[config.mk]
export PLATFORM = sky130hd
export DESIGN_NAME = memory_card
export DESIGN_NICKNAME = d
export VERILOG_FILES = /design/src/logic/cpu_types_pkg.sv /design/src/logic/memory_card.sv
export SDC_FILE = /design/constraint.sdc
export NUM_CORES = 2
export LEC_CHECK = 0
export BUFFER_PORTS_ARGS = -buffer_cell sky130_fd_sc_hd__clkbuf_2
export CAP_MARGIN = 10
export CORE_MARGIN = 2
export CORE_UTILIZATION = 50
export CTS_BUF_LIST = sky130_fd_sc_hd__clkbuf_4
export DETAILED_ROUTE_END_ITERATION = 8
export PLACE_DENSITY_LB_ADDON = 0.12
export SYNTH_ARGS = -nofsm -noshare
export SYNTH_HDL_FRONTEND = slang
export SYNTH_SLANG_ARGS = --single-unit
[constraint.sdc]
create_clock -name clk -period 4.19 [get_ports clk]
set_clock_uncertainty 0.15 [all_clocks]
set_input_delay 0.6285 -clock clk [delete_from_list [all_inputs] [get_ports clk]]
set_output_delay 0.6285 -clock clk [all_outputs]
set_load 0.01 [all_outputs]
[src/logic/cpu_types_pkg.sv]
package cpu_types_pkg;

    // datapath widths
    typedef logic [15:0] word_t;     // one bus word
    typedef logic [7:0]  addr_t;     // RAM address, taken from bus[7:0]
    typedef logic [7:0]  opcode_t;   // IR high byte
    typedef logic [2:0]  tstate_t;   // microstep counter
    typedef logic        flag_t;     // single ALU flag

    localparam int MEM_WORDS = 256;

    // the sequencer parks here when no step ends the instruction
    localparam tstate_t T_LAST = 3'd7;

    // instruction set, low byte of the instruction is the operand
    localparam opcode_t OP_LDX_IMM = 8'h01;  // x = operand
    localparam opcode_t OP_LDY_IMM = 8'h02;  // y = operand
    localparam opcode_t OP_LDX_MEM = 8'h03;  // x = mem[operand]
    localparam opcode_t OP_STX     = 8'h04;  // mem[operand] = x

    localparam opcode_t OP_ADD     = 8'h10;  // x = x op y
    localparam opcode_t OP_SUB     = 8'h11;
    localparam opcode_t OP_AND     = 8'h12;
    localparam opcode_t OP_OR      = 8'h13;
    localparam opcode_t OP_XOR     = 8'h14;

    localparam opcode_t OP_OUT     = 8'h20;  // device port gets x
    localparam opcode_t OP_IN      = 8'h21;  // x = device input

    localparam opcode_t OP_JMP     = 8'h30;  // pc = operand
    localparam opcode_t OP_JZ      = 8'h31;
    localparam opcode_t OP_JLT     = 8'h32;
    localparam opcode_t OP_JGT     = 8'h33;

    // stops fetching, the sequencer idles until reset
    localparam opcode_t OP_HALT    = 8'hff;

endpackage

[src/logic/memory_card.sv]
`timescale 1ns/1ps

module memory_card (
    input  logic                 clk,
    input  logic                 rst_n,
    input  cpu_types_pkg::word_t bus,
    input  logic                 ai,
    input  logic                 mi,
    input  logic                 load_valid,
    input  cpu_types_pkg::addr_t load_addr,
    input  cpu_types_pkg::word_t load_data,
    output cpu_types_pkg::word_t rdata
);
    import cpu_types_pkg::*;

    addr_t ar;
    word_t ram [MEM_WORDS];

    // address register, low byte of the bus
    always_ff @(posedge clk or negedge rst_n) begin
        if (!rst_n) begin
            ar <= '0;
        end else if (ai) begin
            ar <= bus[7:0];
        end
    end

    always_ff @(posedge clk) begin
        if (!rst_n) begin
            if (load_valid) begin
                ram[load_addr] <= load_data;   // program load, cpu held in reset
            end
        end else if (mi) begin
            ram[ar] <= bus;
        end
    end

    assign rdata = ram[ar];   // async read

endmodule

==> metrics.csv <==
stage,metric,value,unit
power_and_ir_drop,power_density,468,nW/um2
synth,syn_avg_cell_area,21.3,um2
sta,fmax,0.173,GHz
synth,yosys_register_bits,4104,
sta,period_needed,5.79,ns
setup_path,path_buf_inv,9,
setup_path,path_delay_family,buffers and inverters,
finish,area_delta_synth_final,19.6,%
clock_network,clkTransAtPathRegs,0.06,ns
setup_path,cp_common_cell,buf_16,
synth,synth_compound_area_share,3.66,%
sta,grt_setup_unrepaired,true,
setup_path,timing.critical_path.from_type,flop,
status,status,"finished, violations left",
worst_hold_path,hp-class,in2reg,
setup_path,required,3.41,ns
setup_path,crit_slowest_cell,dfrtp_4,
floorplanning,die_h,568,um
setup_path,cp_max_fo,7,
routing,totalWireLength,454000,um
floorplanning,start_util,50.1,%
clock_network,cts_inserted_buffers,1127,
sta,maxSlewHeadroom,41.1,%
grt,antenna_found_initial,27,
clock_network,clk_path_buf_depth,5,
floorplanning,placementRows,207,
sta,worstMarginPinSlew,0.883,ns
synth,synthFlopType,edfxtp_1,
floorplanning,ios,61,
power_and_ir_drop,p_leak,63.6,nW
placed_design,io_buffers,60,
synth,synthAdderAreaFrac,0,%
floorplanning,placeableCoreArea,317000,um2
routing,drt-initial-drc-count,10253,
routing,via_per_inst,6.13,
routing,ant_nets,0,
sta,drv_slew,0,
sta,setup_viol_count_final,16,
synth,yosysSeqAreaShare,77.5,%
finish,layout-drive-gt1-share,39.0,%
power_and_ir_drop,ir_drop,0.000307,V
clock_network,htreeDepth,7,
routing,wire_per_inst,31.9,um
synth,synth_mux_area_share,14.9,%
setup_path,cp_cell_sequence,buf_12 -> buf_16 -> buf_16 -> buf_16 -> buf_8 -> mux2i_1 -> o221ai_1 -> buf_4 -> nor3_1 -> nor4_2 -> buf_4 -> nand4_1 -> buf_6 -> nor4b_4 -> buf_2,
synth,synth_area,159000,um2
grt,grt_pass1_wl,639000,um
synth,async_flop_share,0.195,%
synth,syn_nets,7503,
grt,first_global_vias,88403,
setup_path,critPathKind,reg2out,
job,maxCapViolCount,0,
status,violations,negative setup slack,
synth,synth_xor_area_share,0,%
placed_design,gp_congestion,0.860,
placed_design,dp_hpwl,277000,um
setup_path,r2r_setup_slack,0.11,ns
clock_network,clk_latency,1.63,ns
synth,synth-simple-area-share,2.08,%
grt,grt_max_degree,113,
sta,tns,-24.61,ns
sta,finalHoldViolCount,0,
sta,timing.final.crit_share,138,%
clock_network,tritoncts,built,
finish,final_net_count,9437,
grt,overflow,0,
setup_path,end_kind,primary output,
clock_network,cts_sinks,4104,
floorplanning,die_w,568,um
floorplanning,dieArea,323000,um2
clock_network,root_buffer,clkbuf_4,
synth,yosysWarnings,0,
grt,grtUsageTotal,28.2,%
synth,synth_cells,7458,
synth,synth_cell_type_count,60,
routing,drc,0,
sta,setup_ws,-1.60,ns
routing,num_vias,87339,
power_and_ir_drop,totalPowerFinal,88.9,mW
routing,drtPass1Iterations,6,
setup_path,cpPeakStageDelay,0.50,ns
synth,synth_top_family_by_area,multiplexers,
synth,synth-edff-count,4096,
setup_path,crit_arrival,5.01,ns
## timing repair
action	4_1_cts	5_1_grt
setup endpoints to repair	16	16
endpoints found under the hold margin	6821	0
setup buffers	50	45
pin swaps	64	67
gates cloned	13	10
resized for setup	320	156
hold buffers	101	0
## power breakdown
part | total (mW) | internal, mW | switching (mW)
Clock | 33.3 | 17.7 | 15.6
Sequential | 45.6 | 45.6 | 0.0366
Combinational | 10.0 | 4.09 | 5.92
Total | 88.9 | 67.3 | 21.6
## area by class of cell
class                      instances  area, um2
antenna                           16       40.0
clock buffer                    1580      11900
clock inverter                   203       1020
fill                           23172     127000
inverter                           6       33.8
multi-input combinational       2895      35000
sequential                      4104     123000
tap                             4180       5230
timing repair buffer            1258      13800
## per-stage QoR
stage               hold slack [ns]  utilization (%)  setup WS (ns)  cells  area (um2)
floorplan                     0.183                -          -1.15   7458      159000
finish                        0.202             60.0          -1.60  14242      190000
detailed placement            0.508             54.3         -0.764  12239      172000
global placement              0.500             54.3         -0.811  12238      172000
CTS                         0.00144             59.5          -1.76  14175      189000
global route                 0.0739             59.9          -1.80  14240      190000
## synthesized netlist by cell type (8+ instances only)
library cell	number	area share, %
nor4_1	17	0.067
buf_2	101	0.32
mux2_2	19	0.13
a211oi_1	22	0.10
nand3b_1	10	0.047
buf_1	32	0.076
o21ai_0	64	0.20
mux4_2	774	11
clkbuf_1	179	0.42
nand2_1	182	0.43
mux2i_1	551	3.5
o221ai_1	242	1.3
a221oi_1	63	0.35
a21oi_1	170	0.54
nand4_1	12	0.047
o211ai_1	13	0.061
nor4b_2	11	0.10
mux4_1	19	0.31
a22o_1	55	0.30
buf_4	29	0.14
dfrtp_1	8	0.13
buf_6	55	0.39
a22oi_1	24	0.11
buf_8	51	0.48
or3_1	8	0.031
nor2_1	305	0.72
o22ai_1	122	0.48
nor3_1	112	0.35
edfxtp_1	4096	77
nand3_1	35	0.11
nor4_2	12	0.094
## registers in the layout (all words and copies together) (netlist names)
signal  flops
ram      4096
ar          8
## kinds of logic after synthesis
logic type             after synthesis
flip-flops                        4104
AO/OA/AOI/OAI                      810
multiplexers                      1363
buffers and inverters              459
AND/OR/NAND/NOR                    722
## cell usage in the layout (no fill, tap or decap), types with 39 or more instances in the layout
cell	netlist	final
buf_4	29	752
o22ai_1	122	102
mux2i_1	551	542
buf_12	5	231
dlygate4sd3_1	0	94
clkinv_1	2	151
nor2_1	305	268
edfxtp_1	4096	4096
buf_16	0	39
nand2_1	182	163
a21oi_1	170	155
mux4_2	774	781
nor3_1	112	81
clkbuf_2	1	47
o21ai_0	64	54
buf_6	55	58
clkbuf_4	0	1580
a22o_1	55	50
o221ai_1	242	208
## per-layer routing
| metal | global-route usage [%] | part of all wire [%] | vias up |
|---|---|---|---|
| met5 | 0 | 0.0066 | - |
| met4 | 11.3 | 3.3 | 4 |
| met3 | 6.45 | 8.3 | 665 |
| met2 | 44.4 | 49 | 4401 |
| met1 | 38.4 | 40 | 46106 |
| li1 | - | - | 36163 |
## tightest hold or removal path: cells and delay by family
kind                   cells  cell delay (ns)
buffers and inverters      2             0.62
AND/OR/NAND/NOR            2             0.45
## path summary, 6_finish.rpt
check | end | cells after the start | start
max | rdata[15] | 15 | ar[0]
min | ram[34][6] | 4 | load_data[6]
max reg2reg | ram[236][1] | 12 | ar[0]
min reg2reg | ar[7] | 3 | ar[7]
max in group asynchronous | ar[2] | 5 | rst_n
min in group asynchronous | ar[1] | 5 | rst_n
(Power assumes the default switching activity.)
