### src/logic/cpu_types_pkg.sv
package cpu_types_pkg;

    // datapath widths
    typedef logic [15:0] word_t;     // one bus word
    typedef logic [7:0]  addr_t;     // RAM address, taken from bus[7:0]
    typedef logic [7:0]  opcode_t;   // IR high byte
    typedef logic [2:0]  tstate_t;   // microstep counter
    typedef logic        flag_t;     // single ALU flag

    localparam int MEM_WORDS = 256;

    // the sequencer parks here when no step ends the instruction
    localparam tstate_t T_LAST = 3'd7;

    // instruction set, low byte of the instruction is the operand
    localparam opcode_t OP_LDX_IMM = 8'h01;  // x = operand
    localparam opcode_t OP_LDY_IMM = 8'h02;  // y = operand
    localparam opcode_t OP_LDX_MEM = 8'h03;  // x = mem[operand]
    localparam opcode_t OP_STX     = 8'h04;  // mem[operand] = x

    localparam opcode_t OP_ADD     = 8'h10;  // x = x op y
    localparam opcode_t OP_SUB     = 8'h11;
    localparam opcode_t OP_AND     = 8'h12;
    localparam opcode_t OP_OR      = 8'h13;
    localparam opcode_t OP_XOR     = 8'h14;

    localparam opcode_t OP_OUT     = 8'h20;  // device port gets x
    localparam opcode_t OP_IN      = 8'h21;  // x = device input

    localparam opcode_t OP_JMP     = 8'h30;  // pc = operand
    localparam opcode_t OP_JZ      = 8'h31;
    localparam opcode_t OP_JLT     = 8'h32;
    localparam opcode_t OP_JGT     = 8'h33;

    // stops fetching, the sequencer idles until reset
    localparam opcode_t OP_HALT    = 8'hff;

endpackage

### src/logic/ucode_pkg.sv
package ucode_pkg;

    typedef logic [15:0] uinstr_t;
    typedef logic [2:0]  bus_src_t;
    typedef logic [2:0]  bus_dst_t;
    typedef logic [2:0]  alu_op_t;
    typedef logic [2:0]  jump_t;     // {jz, jgt, jlt}

    // microinstruction layout
    localparam int EO_BIT  = 15;     // bus output enable, active low
    localparam int SRC_LSB = 12;     // bus-out field [14:12]
    localparam int RT_BIT  = 11;     // end of instruction
    localparam int PP_BIT  = 10;     // pc increment
    localparam int ALU_LSB = 7;      // alu operation [9:7]
    localparam int DST_LSB = 4;      // bus-in field [6:4]
    localparam int JZ_BIT  = 3;
    localparam int JGT_BIT = 2;
    localparam int JLT_BIT = 1;

    // bus-out codes
    localparam bus_src_t SRC_PC  = 3'd0;
    localparam bus_src_t SRC_IRH = 3'd1;   // ones over the operand
    localparam bus_src_t SRC_IRL = 3'd2;   // zeros over the operand
    localparam bus_src_t SRC_MEM = 3'd3;
    localparam bus_src_t SRC_ALU = 3'd4;
    localparam bus_src_t SRC_DEV = 3'd6;

    // bus-in codes, 0 means nobody takes the bus
    localparam bus_dst_t DST_NONE = 3'd0;
    localparam bus_dst_t DST_AR   = 3'd1;
    localparam bus_dst_t DST_IR   = 3'd2;
    localparam bus_dst_t DST_MEM  = 3'd3;
    localparam bus_dst_t DST_X    = 3'd4;
    localparam bus_dst_t DST_Y    = 3'd5;
    localparam bus_dst_t DST_DEV  = 3'd6;

    localparam alu_op_t ALU_X   = 3'd0;    // pass x through
    localparam alu_op_t ALU_ADD = 3'd1;
    localparam alu_op_t ALU_SUB = 3'd2;
    localparam alu_op_t ALU_AND = 3'd3;
    localparam alu_op_t ALU_OR  = 3'd4;
    localparam alu_op_t ALU_XOR = 3'd5;

    localparam jump_t JMP_NONE   = 3'b000;
    localparam jump_t JMP_Z      = 3'b100;
    localparam jump_t JMP_GT     = 3'b010;
    localparam jump_t JMP_LT     = 3'b001;
    localparam jump_t JMP_ALWAYS = 3'b111;   // one of the three always holds

    // bus off, no destination, no rt
    localparam uinstr_t U_IDLE = 16'h8000;

endpackage

### src/logic/ucode_rom.sv
`timescale 1ns/1ps

module ucode_rom (
    input  cpu_types_pkg::opcode_t opcode,
    input  cpu_types_pkg::tstate_t t,
    output ucode_pkg::uinstr_t     uinstr
);
    import cpu_types_pkg::*;
    import ucode_pkg::*;

    // one bus transfer with the bus enabled
    function automatic uinstr_t step(
        input bus_src_t src,
        input bus_dst_t dst,
        input alu_op_t  op,
        input logic     rt,
        input logic     pp,
        input jump_t    jmp
    );
        uinstr_t u;
        u = '0;
        u[EO_BIT]        = 1'b0;
        u[SRC_LSB +: 3]  = src;
        u[RT_BIT]        = rt;
        u[PP_BIT]        = pp;
        u[ALU_LSB +: 3]  = op;
        u[DST_LSB +: 3]  = dst;
        u[JZ_BIT]        = jmp[2];
        u[JGT_BIT]       = jmp[1];
        u[JLT_BIT]       = jmp[0];
        return u;
    endfunction

    always_comb begin
        uinstr = U_IDLE;
        case (t)
            // fetch, IR still holds the previous instruction here
            3'd0: uinstr = step(SRC_PC, DST_AR, ALU_X, 1'b0, 1'b0, JMP_NONE);
            3'd1: uinstr = step(SRC_MEM, DST_IR, ALU_X, 1'b0, 1'b1, JMP_NONE);

            3'd2: begin
                case (opcode)
                    OP_LDX_IMM: uinstr = step(SRC_IRL, DST_X, ALU_X, 1'b1, 1'b0, JMP_NONE);
                    OP_LDY_IMM: uinstr = step(SRC_IRL, DST_Y, ALU_X, 1'b1, 1'b0, JMP_NONE);
                    OP_LDX_MEM: uinstr = step(SRC_IRL, DST_AR, ALU_X, 1'b0, 1'b0, JMP_NONE);
                    OP_STX:     uinstr = step(SRC_IRL, DST_AR, ALU_X, 1'b0, 1'b0, JMP_NONE);
                    OP_ADD:     uinstr = step(SRC_ALU, DST_X, ALU_ADD, 1'b1, 1'b0, JMP_NONE);
                    OP_SUB:     uinstr = step(SRC_ALU, DST_X, ALU_SUB, 1'b1, 1'b0, JMP_NONE);
                    OP_AND:     uinstr = step(SRC_ALU, DST_X, ALU_AND, 1'b1, 1'b0, JMP_NONE);
                    OP_OR:      uinstr = step(SRC_ALU, DST_X, ALU_OR, 1'b1, 1'b0, JMP_NONE);
                    OP_XOR:     uinstr = step(SRC_ALU, DST_X, ALU_XOR, 1'b1, 1'b0, JMP_NONE);
                    OP_OUT:     uinstr = step(SRC_ALU, DST_DEV, ALU_X, 1'b1, 1'b0, JMP_NONE);
                    OP_IN:      uinstr = step(SRC_DEV, DST_X, ALU_X, 1'b1, 1'b0, JMP_NONE);
                    // operand on the bus, the jump logic picks it up
                    OP_JMP:     uinstr = step(SRC_IRL, DST_NONE, ALU_X, 1'b1, 1'b0, JMP_ALWAYS);
                    OP_JZ:      uinstr = step(SRC_IRL, DST_NONE, ALU_X, 1'b1, 1'b0, JMP_Z);
                    OP_JLT:     uinstr = step(SRC_IRL, DST_NONE, ALU_X, 1'b1, 1'b0, JMP_LT);
                    OP_JGT:     uinstr = step(SRC_IRL, DST_NONE, ALU_X, 1'b1, 1'b0, JMP_GT);
                    default:    uinstr = U_IDLE;   // halt and anything unknown
                endcase
            end

            3'd3: begin
                case (opcode)
                    OP_LDX_MEM: uinstr = step(SRC_MEM, DST_X, ALU_X, 1'b1, 1'b0, JMP_NONE);
                    OP_STX:     uinstr = step(SRC_ALU, DST_MEM, ALU_X, 1'b1, 1'b0, JMP_NONE);
                    default:    uinstr = U_IDLE;
                endcase
            end

            default: uinstr = U_IDLE;
        endcase
    end

endmodule

### src/logic/instruction_card.sv
`timescale 1ns/1ps

module instruction_card (
    input  logic                   clk,
    input  logic                   rst_n,
    input  cpu_types_pkg::word_t   bus,
    input  logic                   z,
    input  logic                   lt,
    output ucode_pkg::bus_src_t    bus_src,
    output logic                   eo_n,
    output logic                   ai,
    output logic                   mi,
    output logic                   xi,
    output logic                   yi,
    output logic                   di,
    output ucode_pkg::alu_op_t     alu_op,
    output cpu_types_pkg::word_t   pc,
    output cpu_types_pkg::word_t   ir
);
    import cpu_types_pkg::*;
    import ucode_pkg::*;

    tstate_t  t;
    uinstr_t  uinstr;
    bus_dst_t bus_dst;
    logic     ii;
    logic     pp;
    logic     rt;
    logic     jz;
    logic     jgt;
    logic     jlt;
    logic     jmp;

    // microcode is addressed by opcode and T-state
    ucode_rom rom_i (
        .opcode (ir[15:8]),
        .t      (t),
        .uinstr (uinstr)
    );

    // control decode
    assign eo_n    = uinstr[EO_BIT];
    assign bus_src = uinstr[SRC_LSB +: 3];
    assign alu_op  = uinstr[ALU_LSB +: 3];   // operation behind the alu result
    assign bus_dst = uinstr[DST_LSB +: 3];
    assign rt      = uinstr[RT_BIT];
    assign pp      = uinstr[PP_BIT];
    assign jz      = uinstr[JZ_BIT];
    assign jgt     = uinstr[JGT_BIT];
    assign jlt     = uinstr[JLT_BIT];

    // one strobe per bus-in code
    always_comb begin
        ai = 1'b0;
        ii = 1'b0;
        mi = 1'b0;
        xi = 1'b0;
        yi = 1'b0;
        di = 1'b0;
        case (bus_dst)
            DST_AR:  ai = 1'b1;
            DST_IR:  ii = 1'b1;
            DST_MEM: mi = 1'b1;
            DST_X:   xi = 1'b1;
            DST_Y:   yi = 1'b1;
            DST_DEV: di = 1'b1;
            default: ;             // DST_NONE has no listener
        endcase
    end

    // gt is neither zero nor negative
    assign jmp = (jz & z) | (jlt & lt) | (jgt & ~z & ~lt);

    // T-state sequencer
    always_ff @(posedge clk or negedge rst_n) begin
        if (!rst_n) begin
            t <= '0;
        end else if (rt) begin
            t <= '0;
        end else if (t != T_LAST) begin
            t <= t + 3'd1;   // halt never asserts rt and parks at T_LAST
        end
    end

    // program counter
    always_ff @(posedge clk or negedge rst_n) begin
        if (!rst_n) begin
            pc <= '0;
        end else if (jmp) begin
            pc <= bus;           // taken jump wins over increment
        end else if (pp) begin
            pc <= pc + 16'd1;
        end
    end

    // instruction register
    always_ff @(posedge clk or negedge rst_n) begin
        if (!rst_n) begin
            ir <= '0;
        end else if (ii) begin
            ir <= bus;
        end
    end

endmodule

### config.mk
export PLATFORM = sky130hd
export DESIGN_NAME = instruction_card
export DESIGN_NICKNAME = d
export VERILOG_FILES = /design/src/logic/cpu_types_pkg.sv /design/src/logic/ucode_pkg.sv /design/src/logic/ucode_rom.sv /design/src/logic/instruction_card.sv
export SDC_FILE = /design/constraint.sdc
export NUM_CORES = 1
export LEC_CHECK = 0
export BUFFER_PORTS_ARGS = -buffer_cell sky130_fd_sc_hd__buf_2
export CELL_PAD_IN_SITES_DETAIL_PLACEMENT = 1
export CELL_PAD_IN_SITES_GLOBAL_PLACEMENT = 1
export CORE_UTILIZATION = 25
export DETAILED_ROUTE_END_ITERATION = 16
export PLACE_DENSITY = 0.58
export SKIP_LAST_GASP = 1
export SLEW_MARGIN = 20
export SYNTH_ARGS = -nofsm -noshare
export SYNTH_HDL_FRONTEND = slang
export SYNTH_SLANG_ARGS = --single-unit
### constraint.sdc
create_clock -name clk -period 2.4 [get_ports clk]
set_clock_uncertainty 0.2 [all_clocks]
set_input_delay 0 -clock clk [delete_from_list [all_inputs] [get_ports clk]]
set_output_delay 0 -clock clk [all_outputs]
set_load 0.05 [all_outputs]
==> reports/qor.yml <==
setup_path:
  ff2ff_setup_slack_ns: -0.15
  critical_path_type: "reg2out"
  reg2reg_depth: 9
  worstSetupEndpointType: "output port"
  critPathRequiredTime_ns: 2.20
  crit_arrival_ns: 2.41
  r2r-end: "ir[8]"
  worstSetupStartpointType: "flop"
  worst_r2r_startpoint: "t[0]"
  timing.critical_path.fanout_max: 4
place:
  dpl_worst_slack_ns: -0.114
  placedCellCount: 413
  place_hpwl_um: 5000
  buffer_ports.inserted: 63
  placement.cell_area_um2: 2980
  routabilityCongestion: 0.798
yosys:
  synth_edf_count: 0
  synthesis.nets: 251
  synthCells: 219
  yosysTopAreaCell: "dfrtp_1"
  share_of_the_synthesized_area_in_the_top_cell_type_pct: 39.8
  ys_ff_latch: 35
  synth_unique_cells: 45
  mappedNetlistArea_um2: 2200
  synth_seq_area_share_pct: 39.8
  yosys-top-cells-area: "dfrtp_1, ha_1, mux2_4"
  average_cell_area_after_synthesis_um2: 10.0
  yosys_warnings: 0
  synth_async_sr_flop_share_pct: 100
  synth_top_flop_cell: "dfrtp_1"
run_status:
  violations_in_the_final_reports: "negative setup slack"
  run_status: "complete, but fails checks"
cts:
  cts_buffers: 5
  cts.sink_count: 35
  cts_tree: "yes"
  max-clock-path-buffers: 2
  ctsRootBufferMaster: "clkbuf_8"
  htreeDepth: 2
  insertion_delay_ns: 0.28
  clk_pin_slew_worst_paths_ns: 0.07
flow_run:
  max_cap_viol_count: 0
detailed_routing:
  drt-total-wl_um: 6880
  routed-via-count: 2093
  detail_route.iter0.violations: 55
  post-route-drc-count: 0
  wl_per_cell_um: 15.5
  detail_route.vias_per_cell: 4.71
  total_iterations_of_the_first_detailed_routing_run: 4
  final_antenna_net_count: 0
die:
  die_w_um: 95.8
  core-area_um2: 8380
  initial_utilization_pct: 26.2
  floorplan.io_pins: 64
  core.rowCount: 33
  die_height_um: 95.8
  fp.dieArea_um2: 9170
global_route:
  grt_first_pass_wirelength_um: 11100
  global_route_overflow: 0
  maximum_number_of_pins_on_one_net_before_global_route_repair: 36
  antenna_found_initial: 0
  global_route.usage.total_pct: 15.8
  grt_pass1_vias: 2192
sta:
  fmax_mhz: 384
  postLayoutSetupSlackWorst_ns: -0.207
  hold_worst_slack_ns: 0.0936
  max-slew-margin-rel_pct: 47.0
  final_period_minus_worst_setup_slack_ns: 2.61
  maxSlewViolCount: 0
  finalSetupViolations: 21
  timing_worst_slew_pin_value_ns: 0.795
  layout_worst_path_cycle_share_pct: 109
  timing_hold_violations_final: 0
  rsz0062_at_grt: "yes"
worst_hold_path:
  hold_end: "pc[15]"
  worst_hold_path.num_cells: 4
  hp-class: "in2reg"
  worstHoldStart: "z"
cells_and_area:
  design_area_um2: 3550
  commonest_non_fill_non_tap_cell_in_the_layout: "buf_2"
  final_net_count: 370
  area_growth_pct: 61.4
  instances_no_fill: 444
  diodes: 0
  fillers: 957
  ratio_of_cells_with_drive_above_1_in_the_final_layout_pct: 51.0
  layout_common_cells: "buf_2, buf_4, dfrtp_1"
pwr:
  power-per-cell-area_nw_per_um2: 1500
  design_power_total_mw: 5.33
  leakage_power_total_nw: 1.62
  irDropWorstVdd_uv: 729
power by group:
| group | internal, mW | total (mW) | switching [mW] |
|---|---|---|---|
| logic | 1.39 | 3.65 | 2.26 |
| clock network | 0.261 | 0.476 | 0.215 |
| registers | 0.906 | 1.20 | 0.299 |
| total | 2.56 | 5.33 | 2.77 |
routing by layer:
layer  global-route usage (%)  vias to the layer above  routed length, µm
met4                     4.73                        0                 51
met1                     20.6                     1021               3090
met5                        0                        -                  0
met2                     26.5                       56               3460
met3                     3.08                        4                280
li1                         -                     1012                  -
metrics by stage:
stage | TNS [ns] | utilization (%)
after floorplan | -2.79 | -
after global placement | -0.490 | 35.5
after detailed placement | -1.75 | 35.5
after CTS | -2.92 | 41.2
after global routing | -4.41 | 42.3
final | -3.00 | 42.3
logic make-up after synthesis:
| family | after synthesis | synth area share [%] |
|---|---|---|
| AOI/OAI and AO/OA | 36 | 10.1 |
| xor gates and xnor gates | 16 | 6.37 |
| adders and majority gates | 12 | 6.83 |
| buffers and inverters | 19 | 3.81 |
| DFF | 35 | 39.8 |
| muxes | 21 | 12.2 |
| and+or+nand+nor | 80 | 20.8 |
state kept, by name, indices dropped and copies added (netlist names):
register	flops
ir	16
t	3
pc	16
repair_timing:
item	4_1_cts	5_1_grt
resized for setup	37	23
hold endpoints to repair	67	0
pin swaps	6	5
hold buffers	17	0
setup endpoints to repair	25	42
setup buffers	6	1
Yosys cell counts (3+ instances only):
library cell,number
nand2b_1,4
or3_1,3
mux2i_1,4
nand2_1,24
nor2_1,12
dfrtp_1,35
clkbuf_1,7
a21oi_1,6
ha_1,12
inv_1,9
nor4b_1,4
nor3_1,4
o21ai_0,19
nand3_1,3
mux2_2,7
xor2_1,7
mux2_4,10
xnor2_1,9
and3_1,9
layout make-up:
type	count	area (µm²)	share of cell area (%)
Multi-Input combinational cell	165	1500	42.3
Timing Repair Buffer	122	891	25.1
Sequential cell	35	887	25.0
Tap cell	105	131	3.70
Clock buffer	7	96.3	2.72
Inverter	9	33.8	0.952
Clock inverter	1	7.51	0.212
worst max-delay path by stage:
stage                     start    endpoint  cells past startpoint
after floorplan           ir[9]  bus_src[1]                      6
final                      t[0]          mi                      8
after global placement     t[0]       ir[7]                      8
after global routing       t[0]          mi                      8
after CTS                  t[0]          ai                      7
after detailed placement   t[0]       ir[4]                      8
critical path, stage by stage, from the launching register on:
cell	delay, ns
dfrtp_1	0.41
inv_2	0.09
ha_4	0.12
or4b_4	0.53
nor3_4	0.22
or3_4	0.16
buf_4	0.11
nor4bb_4	0.29
buf_6	0.19
Power figures use the tool's default switching activity.
