<file path="src/logic/cpu_types_pkg.sv">
package cpu_types_pkg;

    // datapath widths
    typedef logic [15:0] word_t;     // one bus word
    typedef logic [7:0]  addr_t;     // RAM address, taken from bus[7:0]
    typedef logic [7:0]  opcode_t;   // IR high byte
    typedef logic [2:0]  tstate_t;   // microstep counter
    typedef logic        flag_t;     // single ALU flag

    localparam int MEM_WORDS = 256;

    // the sequencer parks here when no step ends the instruction
    localparam tstate_t T_LAST = 3'd7;

    // instruction set, low byte of the instruction is the operand
    localparam opcode_t OP_LDX_IMM = 8'h01;  // x = operand
    localparam opcode_t OP_LDY_IMM = 8'h02;  // y = operand
    localparam opcode_t OP_LDX_MEM = 8'h03;  // x = mem[operand]
    localparam opcode_t OP_STX     = 8'h04;  // mem[operand] = x

    localparam opcode_t OP_ADD     = 8'h10;  // x = x op y
    localparam opcode_t OP_SUB     = 8'h11;
    localparam opcode_t OP_AND     = 8'h12;
    localparam opcode_t OP_OR      = 8'h13;
    localparam opcode_t OP_XOR     = 8'h14;

    localparam opcode_t OP_OUT     = 8'h20;  // device port gets x
    localparam opcode_t OP_IN      = 8'h21;  // x = device input

    localparam opcode_t OP_JMP     = 8'h30;  // pc = operand
    localparam opcode_t OP_JZ      = 8'h31;
    localparam opcode_t OP_JLT     = 8'h32;
    localparam opcode_t OP_JGT     = 8'h33;

    // stops fetching, the sequencer idles until reset
    localparam opcode_t OP_HALT    = 8'hff;

endpackage

</file>
<file path="src/logic/ucode_pkg.sv">
package ucode_pkg;

    typedef logic [15:0] uinstr_t;
    typedef logic [2:0]  bus_src_t;
    typedef logic [2:0]  bus_dst_t;
    typedef logic [2:0]  alu_op_t;
    typedef logic [2:0]  jump_t;     // {jz, jgt, jlt}

    // microinstruction layout
    localparam int EO_BIT  = 15;     // bus output enable, active low
    localparam int SRC_LSB = 12;     // bus-out field [14:12]
    localparam int RT_BIT  = 11;     // end of instruction
    localparam int PP_BIT  = 10;     // pc increment
    localparam int ALU_LSB = 7;      // alu operation [9:7]
    localparam int DST_LSB = 4;      // bus-in field [6:4]
    localparam int JZ_BIT  = 3;
    localparam int JGT_BIT = 2;
    localparam int JLT_BIT = 1;

    // bus-out codes
    localparam bus_src_t SRC_PC  = 3'd0;
    localparam bus_src_t SRC_IRH = 3'd1;   // ones over the operand
    localparam bus_src_t SRC_IRL = 3'd2;   // zeros over the operand
    localparam bus_src_t SRC_MEM = 3'd3;
    localparam bus_src_t SRC_ALU = 3'd4;
    localparam bus_src_t SRC_DEV = 3'd6;

    // bus-in codes, 0 means nobody takes the bus
    localparam bus_dst_t DST_NONE = 3'd0;
    localparam bus_dst_t DST_AR   = 3'd1;
    localparam bus_dst_t DST_IR   = 3'd2;
    localparam bus_dst_t DST_MEM  = 3'd3;
    localparam bus_dst_t DST_X    = 3'd4;
    localparam bus_dst_t DST_Y    = 3'd5;
    localparam bus_dst_t DST_DEV  = 3'd6;

    localparam alu_op_t ALU_X   = 3'd0;    // pass x through
    localparam alu_op_t ALU_ADD = 3'd1;
    localparam alu_op_t ALU_SUB = 3'd2;
    localparam alu_op_t ALU_AND = 3'd3;
    localparam alu_op_t ALU_OR  = 3'd4;
    localparam alu_op_t ALU_XOR = 3'd5;

    localparam jump_t JMP_NONE   = 3'b000;
    localparam jump_t JMP_Z      = 3'b100;
    localparam jump_t JMP_GT     = 3'b010;
    localparam jump_t JMP_LT     = 3'b001;
    localparam jump_t JMP_ALWAYS = 3'b111;   // one of the three always holds

    // bus off, no destination, no rt
    localparam uinstr_t U_IDLE = 16'h8000;

endpackage

</file>
<file path="src/logic/alu_card.sv">
`timescale 1ns/1ps

module alu_card (
    input  logic                 clk,
    input  logic                 rst_n,
    input  cpu_types_pkg::word_t bus,
    input  logic                 xi,
    input  logic                 yi,
    input  ucode_pkg::alu_op_t   alu_op,
    output cpu_types_pkg::word_t result,
    output logic                 z,
    output logic                 lt
);
    import cpu_types_pkg::*;
    import ucode_pkg::*;

    word_t x;
    word_t y;
    flag_t z_next;
    flag_t lt_next;

    always_ff @(posedge clk or negedge rst_n) begin
        if (!rst_n) begin
            x <= '0;
        end else if (xi) begin
            x <= bus;
        end
    end

    always_ff @(posedge clk or negedge rst_n) begin
        if (!rst_n) begin
            y <= '0;
        end else if (yi) begin
            y <= bus;
        end
    end

    always_comb begin
        case (alu_op)
            ALU_X:   result = x;
            ALU_ADD: result = x + y;   // no carry out
            ALU_SUB: result = x - y;
            ALU_AND: result = x & y;
            ALU_OR:  result = x | y;
            ALU_XOR: result = x ^ y;
            default: result = x;
        endcase
    end

    // flags follow the value going into x
    assign z_next  = (bus == '0);
    assign lt_next = bus[15];   // signed compare against zero

    always_ff @(posedge clk or negedge rst_n) begin
        if (!rst_n) begin
            z  <= 1'b0;
            lt <= 1'b0;
        end else if (xi) begin
            z  <= z_next;
            lt <= lt_next;
        end
    end

endmodule

</file>
<file path="config.mk">
export PLATFORM = sky130hd
export DESIGN_NAME = alu_card
export DESIGN_NICKNAME = d
export VERILOG_FILES = /design/src/logic/cpu_types_pkg.sv /design/src/logic/ucode_pkg.sv /design/src/logic/alu_card.sv
export SDC_FILE = /design/constraint.sdc
export NUM_CORES = 1
export LEC_CHECK = 0
export BUFFER_PORTS_ARGS = -buffer_cell sky130_fd_sc_hd__buf_4
export CORE_UTILIZATION = 35
export CTS_CLUSTER_SIZE = 20
export DETAILED_ROUTE_END_ITERATION = 6
export PLACE_DENSITY = 0.54
export RECOVER_POWER = 50
export SLEW_MARGIN = 20
export SYNTH_ARGS = -nofsm -noshare
export SYNTH_HDL_FRONTEND = slang
export SYNTH_SLANG_ARGS = --single-unit
export TNS_END_PERCENT = 100
</file>
<file path="constraint.sdc">
create_clock -name clk -period 4.26 [get_ports clk]
set_input_delay 0.852 -clock clk [delete_from_list [all_inputs] [get_ports clk]]
set_output_delay 0.852 -clock clk [all_outputs]
set_load 0.1 [all_outputs]
</file>
==> results of run 1 <==
[cell usage after synthesis, types with 2 or more instances]
master / number / share of area, %
nor4_1: 5 / 0.91
o211ai_1: 2 / 0.44
clkbuf_8: 3 / 1.2
nor2b_1: 3 / 0.55
clkbuf_1: 14 / 1.5
a211o_1: 2 / 0.51
o21ai_0: 45 / 6.6
inv_1: 38 / 4.2
a21oi_1: 30 / 4.4
a222oi_1: 11 / 3.2
o2bb2ai_1: 2 / 0.51
a31oi_1: 5 / 0.91
a221o_1: 4 / 1.2
nor2_1: 34 / 3.7
xnor2_1: 20 / 5.1
nand2_1: 52 / 5.7
or2_2: 2 / 0.37
and2_1: 2 / 0.37
nand3_1: 6 / 0.88
o21a_1: 2 / 0.44
a211oi_1: 7 / 1.5
ha_1: 48 / 18
nand4_1: 2 / 0.37
and4_1: 2 / 0.51
nor3_1: 3 / 0.44
buf_1: 2 / 0.22
o41ai_1: 5 / 1.3
dfrtp_1: 33 / 24
nand2b_1: 6 / 1.1
a21o_1: 18 / 3.9
or3_1: 2 / 0.37
[final timing paths]
check	startpoint	end	slack, ns	depth (start not counted)
setup reg to reg	y[7]$_DFFE_PN0P_	y[7]$_DFFE_PN0P_	3.28	2
min in group asynchronous	rst_n	x[15]$_DFFE_PN0P_	1.08	1
max in group asynchronous	rst_n	y[9]$_DFFE_PN0P_	2.08	1
hold reg to reg	z$_DFFE_PN0P_	z$_DFFE_PN0P_	0.50	2
setup / recovery	y[3]$_DFFE_PN0P_	result[10]	-0.13	15
hold / removal	z$_DFFE_PN0P_	z$_DFFE_PN0P_	0.50	2
[final cells by class]
| cell class | instances | area share (%) |
|---|---|---|
| inverters | 38 | 3.045 |
| repair buffers | 97 | 17.36 |
| flip-flops and latches | 33 | 17.63 |
| clock buffers | 6 | 1.549 |
| multi-input cells | 339 | 56.76 |
| clock inverters | 2 | 0.2137 |
| well taps | 129 | 3.446 |
[power breakdown]
| part | leakage, nW | switching [mW] | internal (mW) |
|---|---|---|---|
| Clock | 0.0450 | 0.119 | 0.113 |
| Combinational | 1.77 | 0.630 | 0.412 |
| Sequential | 0.403 | 0.0376 | 0.340 |
| Total | 2.22 | 0.787 | 0.866 |
[kinds of logic after synthesis]
kind of cell / Yosys count / synth area share [%]
DFF: 33 / 24.11
buffers and inverters: 59 / 7.816
AOI/OAI and AO/OA: 142 / 27.25
muxes: 1 / 0.2922
xor gates and xnor gates: 21 / 5.369
adders and majority gates: 49 / 18.12
and+or+nand+nor: 126 / 17.06
[per-layer routing]
layer / vias up / routed length (µm) / track usage, %
met3: 5 / 412 / 2.497
met5: - / 0 / 0
li1: 1703 / - / -
met1: 1612 / 5481 / 33.02
met2: 72 / 4933 / 36.14
met4: 0 / 63 / 4.013
[sequential cells by signal (all words and copies together), names as in the netlist]
signal  flops
z           1
x          16
y          16
[repair_timing]
item	4_1_cts	5_1_grt
pin swaps	16	12
buffers inserted	4	4
resized for setup	28	38
setup endpoints to repair	8	8
[worst max-delay path, delay by kind of cell (launching register included)]
kind	cells	cell delay, ns
DFF	1	0.38
and+or+nand+nor	3	0.86
AOI/OAI and AO/OA	5	0.86
xor gates and xnor gates	1	0.09
buffers and inverters	5	0.69
adders and majority gates	1	0.35
[per-stage QoR]
stage	hold slack [ns]	worst slack, ns
3_5_place_dp	0.4696	-0.1415
4_1_cts	0.5009	-0.08801
5_1_grt	0.5427	-0.2929
6_report	0.4959	-0.1267
2_1_floorplan	0.5564	-0.2208
3_3_place_gp	0.4700	-0.1191
==> run metrics, run 1 <==
run status finished with violations; violated checks capacitance limit, slew limit, setup timing; clock root buffer clkbuf_8; final count of hold timing violations 0; max-cap viol count 1; Ys Warns 0; Finished Core Util 49.99%; vias 3392; Ports 41; fillers 925; vias in the first global route 3369; hold_buf cts 0; Port Buf Inserts 40; VDD IR max 0.2061 mV; Worst slew margin -26.14%; critical-path cell list or4_4 -> or2_4 -> buf_4 -> o21ai_4 -> xnor2_2 -> ha_1 -> buf_6 -> inv_2 -> a21oi_2 -> o21ai_4 -> buf_6 -> a21oi_2 -> nor2_2 -> o41ai_4 -> buf_6; CTS clk-pin slew, worst paths 0.07 ns; DR WL/cell 16.91 µm; most common cell after layout, fill and taps aside buf_4; clk_skew 0 ns; vias per inst 5.267; Post-Syn Area per Cell 7.948 µm²; Total Routing Usage GR 22.60%; share of cells above drive strength 1 31.07%; GP Congestion 0.8312; Syn Nets 503; post-synthesis to final-layout area growth 36.74%; Multi-input gate area 2659 µm²; Slowest cell on crit path or4_4; # placed instances 628; Initial Util 36.56%; total CTS buffers 5; most frequent cells in the layout 83 x buf_4, 50 x nand2_1, 46 x ha_1, 38 x o21ai_0, 37 x inv_1; global route overflow 0; DRC errors left 0; Mapped Cells 431; setup ws final -0.1267 ns; initial antenna violation count 0; final WL 10890 µm; worst min path class flip-flop to flip-flop; Most Frequent Cell on Critical Path buf_6; Max Slew Vio Count 34; max incr delay on CP 0.54 ns; first-pass GRT wire length 17590 µm; Final Cycle Share 103.0%; Worst-Skew Late Latency 0.28 ns; die area 10190 µm²; RSZ-0062 raised after global routing yes; Seq/Total Area, Yosys 24.11%; final setup vio count 5; Detailed Route Iter0 Violations 150; Die Y-Extent 100.9 µm; critical path data required time 3.41 ns; final instance area 4684 µm²; clock buffer depth 2; Slew @ Worst Pin 1.892 ns; drt pass-1 iters 6; CP startpoint kind flip-flop; crit-path max FO 3; Clock Sinks 33; Synth Cell Area 3426 µm²; Tmin final 4.387 ns; H-tree Lvls 2; Critical Path AT 3.53 ns; synthesized flop and latch total 33; CP Capture Type output pin; Pleak 2.218 nW; P per Cell Area 352.8 nW/µm²; Post-synth ARST share 100.0%; Post-DP Area 4279 µm²; Post-synth EDFFs 0; Antenna diodes 0; NumNets Final 586; setup total negative slack -0.4449 ns; critical path type flip-flop to output pin; DRT antenna net count 0; TritonCTS clock tree built; Rows 35; final std cells w/o fill 644; dpl hpwl 8172 µm; die width 100.9 µm; Primary FF master, synth dfrtp_1; FMAX 228.0 MHz; Core ar. 9371 µm²; pin count of the biggest net entering global routing 42; Cell variety after synth 52; Tot Pwr 1.653 mW; register area 825.8 µm²
Power figures use the tool's default switching activity.
==> run 2: changes to the inputs <==
--- a/config.mk
+++ b/config.mk
@@ -5,11 +5,11 @@
 export SDC_FILE = /design/constraint.sdc
 export NUM_CORES = 1
 export LEC_CHECK = 0
-export BUFFER_PORTS_ARGS = -buffer_cell sky130_fd_sc_hd__buf_4
 export CORE_UTILIZATION = 35
 export CTS_CLUSTER_SIZE = 20
 export DETAILED_ROUTE_END_ITERATION = 6
-export PLACE_DENSITY = 0.54
+export DONT_BUFFER_PORTS = 1
+export PLACE_DENSITY = 0.5
 export RECOVER_POWER = 50
 export SLEW_MARGIN = 20
 export SYNTH_ARGS = -nofsm -noshare
==> run 2 against run 1 <==
  * The run ends with setup timing left
  * Maximum frequency down 0.53%
  * Utilization down 2.8 points
  * Largest cell class unchanged
  * Sequential cell count unchanged
  * Combinational power down 6%
  * Global-route usage down 0.59 points
  * Sequential share of layout area up 1.0 points
==> run metrics, run 2 (same netlist as run 1, synthesis figures left out) <==
CP Capture Type output pin; pin count of the biggest net entering global routing 43 (+2.4%); Worst-Skew Late Latency 0.28 ns (about the same); Slowest cell on crit path or4_4; biggest regs x: 16 flops, y: 16 flops, z: 1 flops; P_sw 752.3 µW (-4.4%); Post-DP Area 4108 µm² (-4.0%); RSZ-0062 raised after global routing yes; Worst slew margin 31.57% (+58 points); Tmin final 4.410 ns (+0.02321 ns); CP startpoint kind flip-flop; Die Y-Extent 100.9 µm (unchanged); dpl hpwl 8026 µm (-1.8%); Core ar. 9371 µm² (unchanged); Slew @ Worst Pin 1.026 ns (-0.8657 ns); final setup vio count 5 (unchanged); clock share of power 14.9% (+0.8 points); vias per inst 5.411 (+2.7%); # placed instances 588 (-6.4%); die area 10190 µm² (unchanged); DRT antenna net count 0 (unchanged); clock root buffer clkbuf_8; stages on the worst setup path 13 (-2); final std cells w/o fill 603 (-6.4%); RR Endpoint x[15]$_DFFE_PN0P_; critical-path cell list or4_4 -> or2_4 -> o41ai_2 -> xnor2_1 -> ha_1 -> a21oi_1 -> o21ai_0 -> or2b_1 -> o21ai_2 -> buf_6 -> xnor2_4 -> o2bb2ai_4 -> buf_12; Tot Pwr 1.595 mW (-3.5%); Clock Sinks 33 (unchanged); Ports 41 (unchanged); setup ws final -0.1499 ns (-0.02321 ns); post-synthesis to final-layout area growth 29.07%; final WL 10780 µm (-1.1%); Buf/Inv on CP 2 (-3); clk_skew 0 ns (unchanged); P per Cell Area 360.8 nW/µm² (+2.3%); Rows 35 (unchanged); Int Pwr 843.0 µW (-2.6%); Reg2Reg Setup Slack 2.82 ns (-0.46 ns); max-cap viol count 0 (-1); critical path endpoint result[15]; FMAX 226.8 MHz (-0.53%); total CTS buffers 5 (unchanged); global route overflow 0 (unchanged); Worst path top cell family by delay simple AND/OR/NAND/NOR gates; violated checks setup timing; Pleak 2.047 nW (-7.7%); final count of hold timing violations 0 (unchanged); Setup WS pre-CTS -0.07896 ns (+0.06254 ns); CP Launch Point y[3]$_DFFE_PN0P_; DR WL/cell 17.87 µm (+5.7%); Final Cycle Share 103.5% (+0.54 points); Max Slew Vio Count 0 (-100%); share of cells above drive strength 1 23.84% (-7.2 points); most common cell after layout, fill and taps aside nand2_1; Finished Core Util 47.18% (-2.8 points); drt pass-1 iters 6 (unchanged); initial antenna violation count 0 (unchanged); NumNets Final 545 (-7.0%); GP Congestion 0.8829 (+6.2%); DRC errors left 0 (unchanged); vias 3263 (-3.8%); die width 100.9 µm (unchanged); final instance area 4422 µm² (-5.6%); Total Routing Usage GR 22.01% (-0.59 points); Antenna diodes 0 (unchanged); run status finished with violations; TritonCTS clock tree built; vias in the first global route 3151 (-6.5%); Sw Share 47.16% (-0.45 points); critical path data required time 3.41 ns (about the same); first-pass GRT wire length 17080 µm (-2.9%); worst min path class input pin to async pin; R2R depth 2 (unchanged); crit-path max FO 4 (+1); Logic pwr share 61.1% (-2.0 points); clock buffer depth 2 (unchanged); Port Buf Inserts 0 (-100%); VDD IR max 0.2100 mV (+1.9%); Critical Path AT 3.56 ns (+0.03 ns); Initial Util 36.56% (unchanged); H-tree Lvls 2 (unchanged); max incr delay on CP 0.54 ns (about the same); CTS clk-pin slew, worst paths 0.08 ns (about the same); critical path type flip-flop to output pin; worst r2r src x[15]$_DFFE_PN0P_; Detailed Route Iter0 Violations 183 (+22%); most frequent cells in the layout 51 x nand2_1, 48 x ha_1, 42 x buf_4, 38 x inv_1, 38 x o21ai_0; sequential share of power 24.0% (+1.1 points)
run 2: cell count changes in the layout (fill, tap and decap cells not counted), moves of 2 or more:
cell,previous run,this run
buf_6,6,4
o21ai_2,3,5
xnor2_2,2,0
nor4_2,3,0
clkbuf_1,3,1
o21ai_4,2,0
buf_4,83,42
ha_1,46,48
buf_12,5,10
ha_2,2,0
nor4_1,2,4
run 2: layout make-up:
cell class,count,area (µm²)
Timing Repair Buffer,56,560.5
Tap cell,129,161.4
Sequential cell,33,825.8
Fill cell,937,4950
Inverter,38,142.6
Clock buffer,6,72.57
Clock inverter,2,10.01
Multi-Input combinational cell,339,2649
run 2: per-layer routing:
layer / track usage, % / routed length, µm / vias to the layer above
li1: - / - / 1621
met1: 32.55 / 5400 / 1551
met2: 33.51 / 4773 / 79
met3: 3.606 / 498 / 12
met4: 4.571 / 106 / 0
met5: 0 / 0 / -
run 2: power groups by stage:
stage	Combinational, mW	Sequential [mW]	Clock (mW)
after global routing	1.05	0.386	0.262
final	0.974	0.383	0.238
after detailed placement	0.887	0.386	0
after CTS	0.912	0.380	0.247
after global placement	0.879	0.385	0
after floorplan	0.646	0.378	0
run 2: stage by stage:
step / TNS, ns / hold WS, ns
after floorplan: -0.2674 / 0.5564
after global placement: -0.03360 / 0.5574
after detailed placement: -0.1068 / 0.5575
after CTS: -0.3091 / 0.2452
after global routing: -1.349 / 0.2305
final: -0.4043 / 0.2536
run 2: how the worst min path moves through the flow:
stage	startpoint	end	slack, ns	cells after the start
CTS	rst_n	x[8]$_DFFE_PN0P_	0.25	0
global route	rst_n	x[8]$_DFFE_PN0P_	0.23	0
global placement	rst_n	y[0]$_DFFE_PN0P_	0.56	0
floorplan	rst_n	x[0]$_DFFE_PN0P_	0.56	0
detailed placement	rst_n	x[0]$_DFFE_PN0P_	0.56	0
finish	rst_n	y[7]$_DFFE_PN0P_	0.25	0
run 2: what timing repair did:
| item | 4_1_cts | 5_1_grt |
|---|---|---|
| hold endpoints to repair | 0 | 0 |
| endpoints found under the setup margin | 6 | 8 |
| buffers inserted | 1 | 6 |
| hold buffers | 0 | 0 |
| pin swaps | 6 | 14 |
| resized for setup | 14 | 25 |
